==> src/hw/decodePkg.sv <==
package decodePkg;

	typedef logic [15:0] instrWord_t;
	typedef logic [5:0] regId_t;
	typedef logic [32:0] immVal_t;
	// condition type in [7:6], operation in [5:0]
	typedef logic [7:0] uCmd_t;
	typedef logic [7:0] uIxt_t;
	typedef logic [2:0] bty_t;
	typedef logic [5:0] ucmdIx_t;

	typedef enum logic [5:0] {
		NOP = 6'h00,
		MOV_RM = 6'h01,
		MOV_MR = 6'h02,
		ALU3 = 6'h03,
		ALUCMP = 6'h04,
		CONV_RR = 6'h05,
		BRA = 6'h06,
		BSR = 6'h07,
		MOV_IR = 6'h08,
		JMP = 6'h09,
		OP_IXT = 6'h0A,
		INVOP = 6'h3F
	} majorOp_e;

	typedef enum logic [4:0] {
		INV = 5'd0,
		Z = 5'd1,
		REGREG = 5'd2,
		REGSTREG = 5'd3,
		LDREGREG = 5'd4,
		REGSTDRREG = 5'd5,
		LDDRREGREG = 5'd6,
		PCDISP8 = 5'd7,
		IMM8Z = 5'd8,
		IMM8N = 5'd9,
		IMM8REG = 5'd10,
		IMM12Z = 5'd11,
		IMM12N = 5'd12
	} formId_e;

	// register routing for the two-register forms
	typedef enum logic [3:0] {
		SB = 4'd0,
		SW = 4'd1,
		SL = 4'd2,
		SQ = 4'd3,
		NB = 4'd4
	} ity_e;

	typedef enum logic [1:0] {
		AL = 2'b00,
		CT = 2'b10,
		CF = 2'b11
	} ccty_e;

	localparam bty_t BTY_SB = 3'd0;
	localparam bty_t BTY_SW = 3'd1;
	localparam bty_t BTY_SL = 3'd2;
	localparam bty_t BTY_SQ = 3'd3;

	// alu sub-ops
	localparam ucmdIx_t ADD = 6'h00;
	localparam ucmdIx_t SUB = 6'h01;
	localparam ucmdIx_t ADC = 6'h02;
	localparam ucmdIx_t SBB = 6'h03;
	localparam ucmdIx_t TST = 6'h04;
	localparam ucmdIx_t AND = 6'h05;
	localparam ucmdIx_t OR = 6'h06;
	localparam ucmdIx_t XOR = 6'h07;
	localparam ucmdIx_t CMPEQ = 6'h08;
	localparam ucmdIx_t CMPHI = 6'h09;
	localparam ucmdIx_t CMPGT = 6'h0A;
	localparam ucmdIx_t CMPGE = 6'h0B;

	localparam ucmdIx_t CONV_MOV = 6'h00;

	localparam ucmdIx_t LDIX = 6'h00;
	localparam ucmdIx_t LDISH8 = 6'h01;
	localparam ucmdIx_t LDISH16 = 6'h02;

	// system ops
	localparam ucmdIx_t SLEEP = 6'h00;
	localparam ucmdIx_t BREAK = 6'h01;
	localparam ucmdIx_t CLRT = 6'h02;
	localparam ucmdIx_t SETT = 6'h03;
	localparam ucmdIx_t CLRS = 6'h04;
	localparam ucmdIx_t SETS = 6'h05;
	localparam ucmdIx_t NOTT = 6'h06;
	localparam ucmdIx_t NOTS = 6'h07;
	localparam ucmdIx_t RTE = 6'h08;

	// DLR shares the code of field 0
	localparam regId_t REG_DLR = 6'h20;
	localparam regId_t REG_PC = 6'h22;
	localparam regId_t REG_GBR = 6'h23;
	localparam regId_t REG_LR = 6'h24;
	localparam regId_t REG_IMM = 6'h3D;
	localparam regId_t REG_ZZR = 6'h3E;

	localparam int decodedWidth = 3 * $bits(regId_t) + $bits(immVal_t)
		+ $bits(uCmd_t) + $bits(uIxt_t);

	// classifier result plus the word it came from
	localparam int classifiedWidth = $bits(majorOp_e) + $bits(formId_e) + $bits(bty_t)
		+ $bits(ity_e) + $bits(ccty_e) + $bits(ucmdIx_t) + $bits(instrWord_t);

endpackage
==> src/hw/instrDecoder.sv <==
module instrDecoder (
	input logic clock,
	input logic rstN,
	input logic instrValid,
	input decodePkg::instrWord_t instrWord,
	output logic instrReady,
	output logic outValid,
	input logic outReady,
	output decodePkg::regId_t regN,
	output decodePkg::regId_t regM,
	output decodePkg::regId_t regO,
	output decodePkg::immVal_t imm,
	output decodePkg::uCmd_t uCmd,
	output decodePkg::uIxt_t uIxt
);

	decodePkg::majorOp_e majorOp;
	decodePkg::formId_e formId;
	decodePkg::bty_t bty;
	decodePkg::ity_e ity;
	decodePkg::ccty_e ccty;
	decodePkg::ucmdIx_t ucmdIx;

	logic [decodePkg::classifiedWidth-1:0] classIn;
	logic [decodePkg::classifiedWidth-1:0] classOut;
	logic classValid;
	logic classReady;

	decodePkg::regId_t decN;
	decodePkg::regId_t decM;
	decodePkg::regId_t decO;
	decodePkg::immVal_t decImm;
	decodePkg::uCmd_t decCmd;
	decodePkg::uIxt_t decIxt;
	logic [decodePkg::decodedWidth-1:0] resultOut;

	opcodeClassifier opcodeClassifier_i (
		.instrWord(instrWord), .majorOp(majorOp), .formId(formId),
		.bty(bty), .ity(ity), .ccty(ccty), .ucmdIx(ucmdIx)
	);

	assign classIn = {majorOp, formId, bty, ity, ccty, ucmdIx, instrWord};

	pipeStage #(.width(decodePkg::classifiedWidth)) classifyStage (
		.clock(clock), .rstN(rstN),
		.inValid(instrValid), .inReady(instrReady), .inData(classIn),
		.outValid(classValid), .outReady(classReady), .outData(classOut)
	);

	// word in [15:0], classification packed above it
	formDecoder formDecoder_i (
		.instrWord(classOut[15:0]),
		.majorOp(decodePkg::majorOp_e'(classOut[41:36])),
		.formId(decodePkg::formId_e'(classOut[35:31])),
		.bty(classOut[30:28]),
		.ity(decodePkg::ity_e'(classOut[27:24])),
		.ccty(decodePkg::ccty_e'(classOut[23:22])),
		.ucmdIx(classOut[21:16]),
		.regN(decN), .regM(decM), .regO(decO),
		.imm(decImm), .uCmd(decCmd), .uIxt(decIxt)
	);

	// an invalid form reaches the form decoder only as an invalid op
	invopOnInvalidForm: assert property (
		@(posedge clock) disable iff (!rstN)
		classValid && classOut[35:31] == decodePkg::INV |-> classOut[41:36] == decodePkg::INVOP
	);

	pipeStage #(.width(decodePkg::decodedWidth)) resultStage (
		.clock(clock), .rstN(rstN),
		.inValid(classValid), .inReady(classReady),
		.inData({decN, decM, decO, decImm, decCmd, decIxt}),
		.outValid(outValid), .outReady(outReady), .outData(resultOut)
	);

	assign {regN, regM, regO, imm, uCmd, uIxt} = resultOut;

endmodule

==> src/hw/formDecoder.sv <==
module formDecoder (
	input decodePkg::instrWord_t instrWord,
	input decodePkg::majorOp_e majorOp,
	input decodePkg::formId_e formId,
	input decodePkg::bty_t bty,
	input decodePkg::ity_e ity,
	input decodePkg::ccty_e ccty,
	input decodePkg::ucmdIx_t ucmdIx,
	output decodePkg::regId_t regN,
	output decodePkg::regId_t regM,
	output decodePkg::regId_t regO,
	output decodePkg::immVal_t imm,
	output decodePkg::uCmd_t uCmd,
	output decodePkg::uIxt_t uIxt
);

	// special bit marks fields 0, 1 and 15
	function automatic decodePkg::regId_t regCode(input logic [3:0] field, input logic ext);
		logic special;
		special = (field[3:1] == 3'b000) || (field == 4'hF);
		return {special, ext, field};
	endfunction

	decodePkg::regId_t oDfl;
	decodePkg::regId_t nDfl;
	decodePkg::regId_t mDfl;
	decodePkg::regId_t nExt;
	decodePkg::regId_t mExt;
	logic isLoad;
	logic isDr;
	logic [3:0] baseField;
	logic [24:0] sext8;

	assign oDfl = regCode(instrWord[11:8], 1'b0);
	assign nDfl = regCode(instrWord[7:4], 1'b0);
	assign mDfl = regCode(instrWord[3:0], 1'b0);
	assign nExt = regCode(instrWord[7:4], 1'b1);
	assign mExt = regCode(instrWord[3:0], 1'b1);

	assign uCmd = {ccty, majorOp};

	assign isLoad = (formId == decodePkg::LDREGREG) || (formId == decodePkg::LDDRREGREG);
	assign isDr = (formId == decodePkg::REGSTDRREG) || (formId == decodePkg::LDDRREGREG);
	// stores take the base from [7:4], loads from [3:0]
	assign baseField = isLoad ? instrWord[3:0] : instrWord[7:4];
	assign sext8 = {25{instrWord[7]}};

	always_comb begin
		regN = decodePkg::REG_ZZR;
		regM = decodePkg::REG_ZZR;
		regO = decodePkg::REG_ZZR;
		imm = '0;
		uIxt = '0;

		case (formId)
			decodePkg::Z: begin
				uIxt = {ccty, ucmdIx};
				if (instrWord == 16'h3010 || instrWord == 16'h3012) begin
					regM = decodePkg::REG_LR;
				end
				if (instrWord == 16'h30B0) begin
					imm = 33'h0_0000_FFFF;
				end
			end
			decodePkg::REGREG: begin
				uIxt = {ccty, ucmdIx};
				regO = decodePkg::REG_DLR;
				case (ity)
					decodePkg::SW: begin
						regN = nDfl;
						regM = mExt;
					end
					decodePkg::SL: begin
						regN = nExt;
						regM = mDfl;
					end
					decodePkg::SQ: begin
						regN = nExt;
						regM = mExt;
					end
					// three-operand, Rn op Rm into Rn
					decodePkg::NB: begin
						regN = nDfl;
						regM = nDfl;
						regO = mDfl;
					end
					default: begin
						regN = nDfl;
						regM = mDfl;
					end
				endcase
			end
			decodePkg::REGSTREG, decodePkg::REGSTDRREG,
			decodePkg::LDREGREG, decodePkg::LDDRREGREG: begin
				regN = isLoad ? nDfl : mDfl;
				regM = isLoad ? mDfl : nDfl;
				if (isDr) begin
					regO = decodePkg::REG_DLR;
				end
				uIxt = {ccty, bty[1:0], isLoad, bty};
				// base R0 means PC, R1 means GBR
				if (baseField[3:1] == 3'b000) begin
					regM = baseField[0] ? decodePkg::REG_GBR : decodePkg::REG_PC;
					uIxt[2:0] = {bty[2], 2'b00};
				end
			end
			decodePkg::PCDISP8: begin
				regN = decodePkg::REG_DLR;
				regM = decodePkg::REG_PC;
				regO = decodePkg::REG_IMM;
				imm = {sext8, instrWord[7:0]};
				uIxt = {ccty, bty[1:0], 1'b1, bty};
			end
			decodePkg::IMM8Z, decodePkg::IMM8N: begin
				regN = decodePkg::REG_DLR;
				regM = decodePkg::REG_IMM;
				imm = {{25{formId == decodePkg::IMM8N}}, instrWord[7:0]};
			end
			decodePkg::IMM12Z, decodePkg::IMM12N: begin
				regN = decodePkg::REG_DLR;
				regM = decodePkg::REG_IMM;
				imm = {{21{formId == decodePkg::IMM12N}}, instrWord[11:0]};
			end
			decodePkg::IMM8REG: begin
				regN = oDfl;
				regM = decodePkg::REG_IMM;
				regO = oDfl;
				imm = {sext8, instrWord[7:0]};
				uIxt = {ccty, ucmdIx};
			end
			default: begin
			end
		endcase
	end

endmodule

==> src/hw/opcodeClassifier.sv <==
module opcodeClassifier (
	input decodePkg::instrWord_t instrWord,
	output decodePkg::majorOp_e majorOp,
	output decodePkg::formId_e formId,
	output decodePkg::bty_t bty,
	output decodePkg::ity_e ity,
	output decodePkg::ccty_e ccty,
	output decodePkg::ucmdIx_t ucmdIx
);

	always_comb begin
		majorOp = decodePkg::INVOP;
		formId = decodePkg::INV;
		bty = decodePkg::BTY_SB;
		ity = decodePkg::SB;
		ccty = decodePkg::AL;
		ucmdIx = '0;

		casez (instrWord[15:8])
			// stores, bit 10 selects the DLR-indexed form
			8'b0000_0???: begin
				majorOp = decodePkg::MOV_RM;
				formId = instrWord[10] ? decodePkg::REGSTDRREG : decodePkg::REGSTREG;
				bty = decodePkg::bty_t'({1'b0, instrWord[9:8]});
				if (instrWord == 16'h0000) begin
					majorOp = decodePkg::NOP;
					formId = decodePkg::Z;
				end
			end
			8'b0000_1???: begin
				majorOp = decodePkg::MOV_MR;
				formId = instrWord[10] ? decodePkg::LDDRREGREG : decodePkg::LDREGREG;
				bty = decodePkg::bty_t'({1'b0, instrWord[9:8]});
			end
			8'b0001_0???: begin
				majorOp = decodePkg::ALU3;
				formId = decodePkg::REGREG;
				ity = decodePkg::NB;
				case (instrWord[10:8])
					3'd0: ucmdIx = decodePkg::ADD;
					3'd1: ucmdIx = decodePkg::SUB;
					3'd2: ucmdIx = decodePkg::ADC;
					3'd3: ucmdIx = decodePkg::SBB;
					3'd4: begin
						// TST only updates the flag
						majorOp = decodePkg::ALUCMP;
						ity = decodePkg::SB;
						ucmdIx = decodePkg::TST;
					end
					3'd5: ucmdIx = decodePkg::AND;
					3'd6: ucmdIx = decodePkg::OR;
					default: ucmdIx = decodePkg::XOR;
				endcase
			end
			// register moves, low opcode bits pick the bank routing
			8'b0001_10??: begin
				majorOp = decodePkg::CONV_RR;
				formId = decodePkg::REGREG;
				ity = decodePkg::ity_e'({2'b00, instrWord[9:8]});
				ucmdIx = decodePkg::CONV_MOV;
			end
			8'h1C, 8'h1D, 8'h1E: begin
				majorOp = decodePkg::ALUCMP;
				formId = decodePkg::REGREG;
				case (instrWord[9:8])
					2'd0: ucmdIx = decodePkg::CMPEQ;
					2'd1: ucmdIx = decodePkg::CMPHI;
					default: ucmdIx = decodePkg::CMPGT;
				endcase
			end
			8'b0010_00??: begin
				majorOp = (instrWord[9:8] == 2'd1) ? decodePkg::BSR : decodePkg::BRA;
				formId = decodePkg::PCDISP8;
				bty = decodePkg::BTY_SW;
				if (instrWord[9]) begin
					ccty = instrWord[8] ? decodePkg::CF : decodePkg::CT;
				end
			end
			8'h24, 8'h25, 8'h26: begin
				majorOp = decodePkg::MOV_IR;
				formId = (instrWord[9:8] == 2'd1) ? decodePkg::IMM8N : decodePkg::IMM8Z;
				ucmdIx = instrWord[9] ? decodePkg::LDISH8 : decodePkg::LDIX;
			end
			// fixed no-operand ops, whole word matched
			8'h30: begin
				majorOp = decodePkg::OP_IXT;
				formId = decodePkg::Z;
				case (instrWord[7:0])
					8'h00: majorOp = decodePkg::NOP;
					8'h10, 8'h12: majorOp = decodePkg::JMP;
					8'h20: ucmdIx = decodePkg::SLEEP;
					8'h30: ucmdIx = decodePkg::BREAK;
					8'h40: ucmdIx = decodePkg::CLRT;
					8'h50: ucmdIx = decodePkg::SETT;
					8'h60: ucmdIx = decodePkg::CLRS;
					8'h70: ucmdIx = decodePkg::SETS;
					8'h80: ucmdIx = decodePkg::NOTT;
					8'h90: ucmdIx = decodePkg::NOTS;
					8'hC0: ucmdIx = decodePkg::RTE;
					8'hA0, 8'hB0: begin
						majorOp = decodePkg::MOV_IR;
						ucmdIx = decodePkg::LDISH16;
					end
					default: begin
						majorOp = decodePkg::INVOP;
						formId = decodePkg::INV;
					end
				endcase
			end
			8'b1010_????: begin
				majorOp = decodePkg::MOV_IR;
				formId = decodePkg::IMM12Z;
				ucmdIx = decodePkg::LDIX;
			end
			8'b1011_????: begin
				majorOp = decodePkg::MOV_IR;
				formId = decodePkg::IMM12N;
				ucmdIx = decodePkg::LDIX;
			end
			8'b1100_????: begin
				majorOp = decodePkg::ALU3;
				formId = decodePkg::IMM8REG;
				ucmdIx = decodePkg::ADD;
			end
			8'b1101_????: begin
				majorOp = decodePkg::MOV_IR;
				formId = decodePkg::IMM8REG;
			end
			default: begin
			end
		endcase
	end

endmodule

==> src/hw/pipeStage.sv <==
module pipeStage #(
	parameter int width = 8
) (
	input logic clock,
	input logic rstN,
	input logic inValid,
	output logic inReady,
	input logic [width-1:0] inData,
	output logic outValid,
	input logic outReady,
	output logic [width-1:0] outData
);

	// room when empty or the entry leaves this edge
	assign inReady = !outValid || outReady;

	always_ff @(posedge clock) begin
		if (!rstN) begin
			outValid <= 1'b0;
		end else if (inReady) begin
			outValid <= inValid;
		end
	end

	always_ff @(posedge clock) begin
		if (inValid && inReady) begin
			outData <= inData;
		end
	end

	holdWhileStalled: assert property (
		@(posedge clock) disable iff (!rstN)
		outValid && !outReady |=> outValid && $stable(outData)
	);

endmodule

==> config.mk <==
export PLATFORM = sky130hd
export DESIGN_NAME = instrDecoder
export DESIGN_NICKNAME = d
export VERILOG_FILES = /design/src/hw/decodePkg.sv /design/src/hw/instrDecoder.sv /design/src/hw/formDecoder.sv /design/src/hw/opcodeClassifier.sv /design/src/hw/pipeStage.sv
export SDC_FILE = /design/constraint.sdc
export NUM_CORES = 1
export LEC_CHECK = 0
export ABC_AREA = 1
export BUFFER_PORTS_ARGS = -buffer_cell sky130_fd_sc_hd__buf_4
export CORE_MARGIN = 10
export CORE_UTILIZATION = 30
export CTS_BUF_LIST = sky130_fd_sc_hd__clkbuf_4 sky130_fd_sc_hd__clkbuf_8
export CTS_CLUSTER_DIAMETER = 40
export DETAILED_ROUTE_END_ITERATION = 10
export PLACE_DENSITY = 0.5
export SLEW_MARGIN = 20
export SYNTH_ARGS = -nofsm -noshare
export SYNTH_HDL_FRONTEND = slang
export SYNTH_SLANG_ARGS = --single-unit
==> constraint.sdc <==
create_clock -name clock -period 6.1 [get_ports clock]
set_input_delay 1.22 -clock clock [delete_from_list [all_inputs] [get_ports clock]]
set_output_delay 1.22 -clock clock [all_outputs]
set_load 0.02 [all_outputs]
==> flow_metrics.tcl <==
set metrics [dict create \
    layout-drive-gt1-share_pct 22.9 \
    peakVddDrop_v 0.0000836 \
    dpl.hpwl_mm 9.03 \
    worstMarginPinSlew_ps 584 \
    area_growth_pct 22.4 \
    cts_max_level 3 \
    max_freq_ghz 0.336 \
    synth_seq_area_share_pct 58.6 \
    post-place-ws_ps 3110 \
    synth.largest_area_cell "edfxtp_1" \
    critPathCapture "instrReady" \
    antenna_found_initial 0 \
    fin_worst_skew_ps 13.2 \
    whs_ps 424 \
    p_switching_uw 343 \
    setup_viol 0 \
    worstPathMaxFanout 3 \
    synthArstFlopShare_pct 0 \
    ant_nets 0 \
    cts_made_buffers 9 \
    tns_ps 0 \
    dpl_cell_area_mm2 0.00508 \
    yosysMostFrequentCell "nand2_1" \
    grt_pass1_wl_mm 18.4 \
    die_x_um 140 \
    io_buffer_count 88 \
    core_mm2 0.0140 \
    cp_common_cell "buf_4" \
    post-route-min-period_ps 2980 \
    cts_sinks 85 \
    p_per_area_mw_per_mm2 252 \
    yosys-top-cells-area "edfxtp_1, nand2_1, inv_1" \
    overflow 0 \
    crit_path_end_kind "output pin" \
    status "complete, no violations" \
    place_congestion 0.890 \
    cts_hold_buf 0 \
    grt_use_total_pct 11.5 \
    ys_ff_latch 85 \
    pwr-share-clk_pct 32.1 \
    final_area_mm2 0.00529 \
    dr.first_iter.drc_count 260 \
    hold_viol 0 \
    clk_pin_slew_worst_paths_ps 80 \
    nFillCells 1416 \
    grt_max_degree 48 \
    yosys_warnings 0 \
    num_rows 43 \
    fin_ws_ps 3120 \
    fin_crit_sh_pct 48.8 \
    hp-class "flip-flop to flip-flop" \
    min-delay-start "classifyStage.outData[37]" \
    rsz0062_at_grt "no" \
    sw_frac_of_total_pct 25.7 \
    setup.worst_path.start "outReady" \
    synthDistinctLibCells 29 \
    layout.nets 560 \
    syn_inst 461 \
    timing.rr.end "resultStage.outData[1]" \
    p_leak_nw 2.32 \
    dieArea_mm2 0.0196 \
    ctsResizeCount 0 \
    grt_pass1_vias 3424 \
    netlist_top_cells_count "nand2_1, edfxtp_1, inv_1" \
    arrival_ps 1760 \
    synth.top_cell.area_share_pct 57.6 \
    critPathKind "primary input to output pin" \
    p_int_uw 993 \
    vias 3414 \
    cts_tree "done" \
    crit_chain "buf_4 -> inv_1 -> nand3_1 -> buf_4" \
    cts_root_buf "clkbuf_8" \
    wl_mm 11.2 \
    post-cts-setup-buffers 0 \
    clkLatencyLatePin_ps 350 \
    slew_headroom_pct 61.1 \
    first_pass_iters 4 \
    die_y_um 140 \
    r2r_slack_ps 4070 \
    drv_cap 0 \
    synth_nets 481 \
    start_util_pct 30.9 \
    slowest_stage "buf_4" \
    wl_per_cell_um 15.5 \
    p_comb_share_pct 15.3 \
    drcViolationCount 0 \
    syn_area_per_cell_um2 9.38 \
    slew_violations 0 \
    mappedNetlistArea_mm2 0.00432 \
    clockBufferDepth 2 \
    synth-edff-count 83 \
    ys.flop_type "edfxtp_1" \
    cp.required_ps 4880 \
    cp-start-kind "primary input" \
    post_drt_via_cell_ratio 4.71 \
    antenna_cells 0 \
    r2r-start "classifyStage.outData[34]" \
    power_frac_seq_pct 52.5 \
    ios 89 \
    crit_path_max_incr_delay_ps 190 \
    reg2reg_depth 6 \
    power_mw 1.34 \
]
placed cells by master (no fill, tap or decap), types with 3 or more instances in the layout:
cell	n
clkbuf_8	9
inv_2	4
buf_4	90
nand4_1	9
nor3_2	3
nor2_2	3
o21ai_0	29
nor3_1	3
o211ai_1	13
nand3_1	38
a21oi_1	9
inv_1	65
nor2_1	51
nor4_1	3
nand2_2	3
nand2_1	102
o2111ai_1	5
edfxtp_1	83
kinds of logic after synthesis:
family                 synth area share, %
AND/OR/NAND/NOR                       22.6
AO/OA/AOI/OAI                         9.17
flip-flops                            58.6
buffers and inverters                 9.69
critical path, delay by kind of cell:
family,cells,cell delay (ps)
buffers and inverters,3,410
and+or+nand+nor,1,130
metrics by stage:
stage / instances / utilization (%)
detailed placement: 709 / 36.3
CTS: 725 / 37.8
floorplan: 461 / -
finish: 725 / 37.8
global route: 725 / 37.8
global placement: 709 / 36.3
sequential cells by signal (all words and copies together) (netlist names):
register / flops
classifyStage.outValid: 1
resultStage.outData: 47
resultStage.outValid: 1
classifyStage.outData: 36
worst min-delay path by stage:
stage,end,cells after the start
after floorplan,resultStage.outData[10],0
after detailed placement,resultStage.outData[9],0
after global placement,resultStage.outData[13],0
final,resultStage.outData[9],0
after CTS,resultStage.outData[9],0
after global routing,resultStage.outData[9],0
per-layer routing:
layer / track usage (%) / wire (um) / share of wire (%) / vias to the layer above
met1: 14.6 / 5050 / 45 / 1597
met4: 4.29 / 123 / 1.1 / 0
met5: 0 / 0 / 0 / -
met2: 18.1 / 5350 / 48 / 92
met3: 3.48 / 712 / 6.3 / 6
li1: - / - / - / 1719
layout make-up:
type	count	area [um2]	share of cell area, %
inverters	69	259	4.89
multi-input cells	285	1380	26.1
flip-flops and latches	85	2530	47.8
repair buffers	90	676	12.8
well taps	180	225	4.26
clock inverters	5	77.6	1.47
clock buffers	11	139	2.62
power groups by stage:
stage / Sequential (mW) / Combinational, mW / Clock [mW]
finish: 0.702 / 0.205 / 0.429
floorplan: 0.736 / 0.105 / 0
CTS: 0.702 / 0.208 / 0.447
global route: 0.706 / 0.228 / 0.472
detailed placement: 0.716 / 0.207 / 0
global placement: 0.715 / 0.208 / 0
No activity file was read; power rests on OpenSTA's default activity.
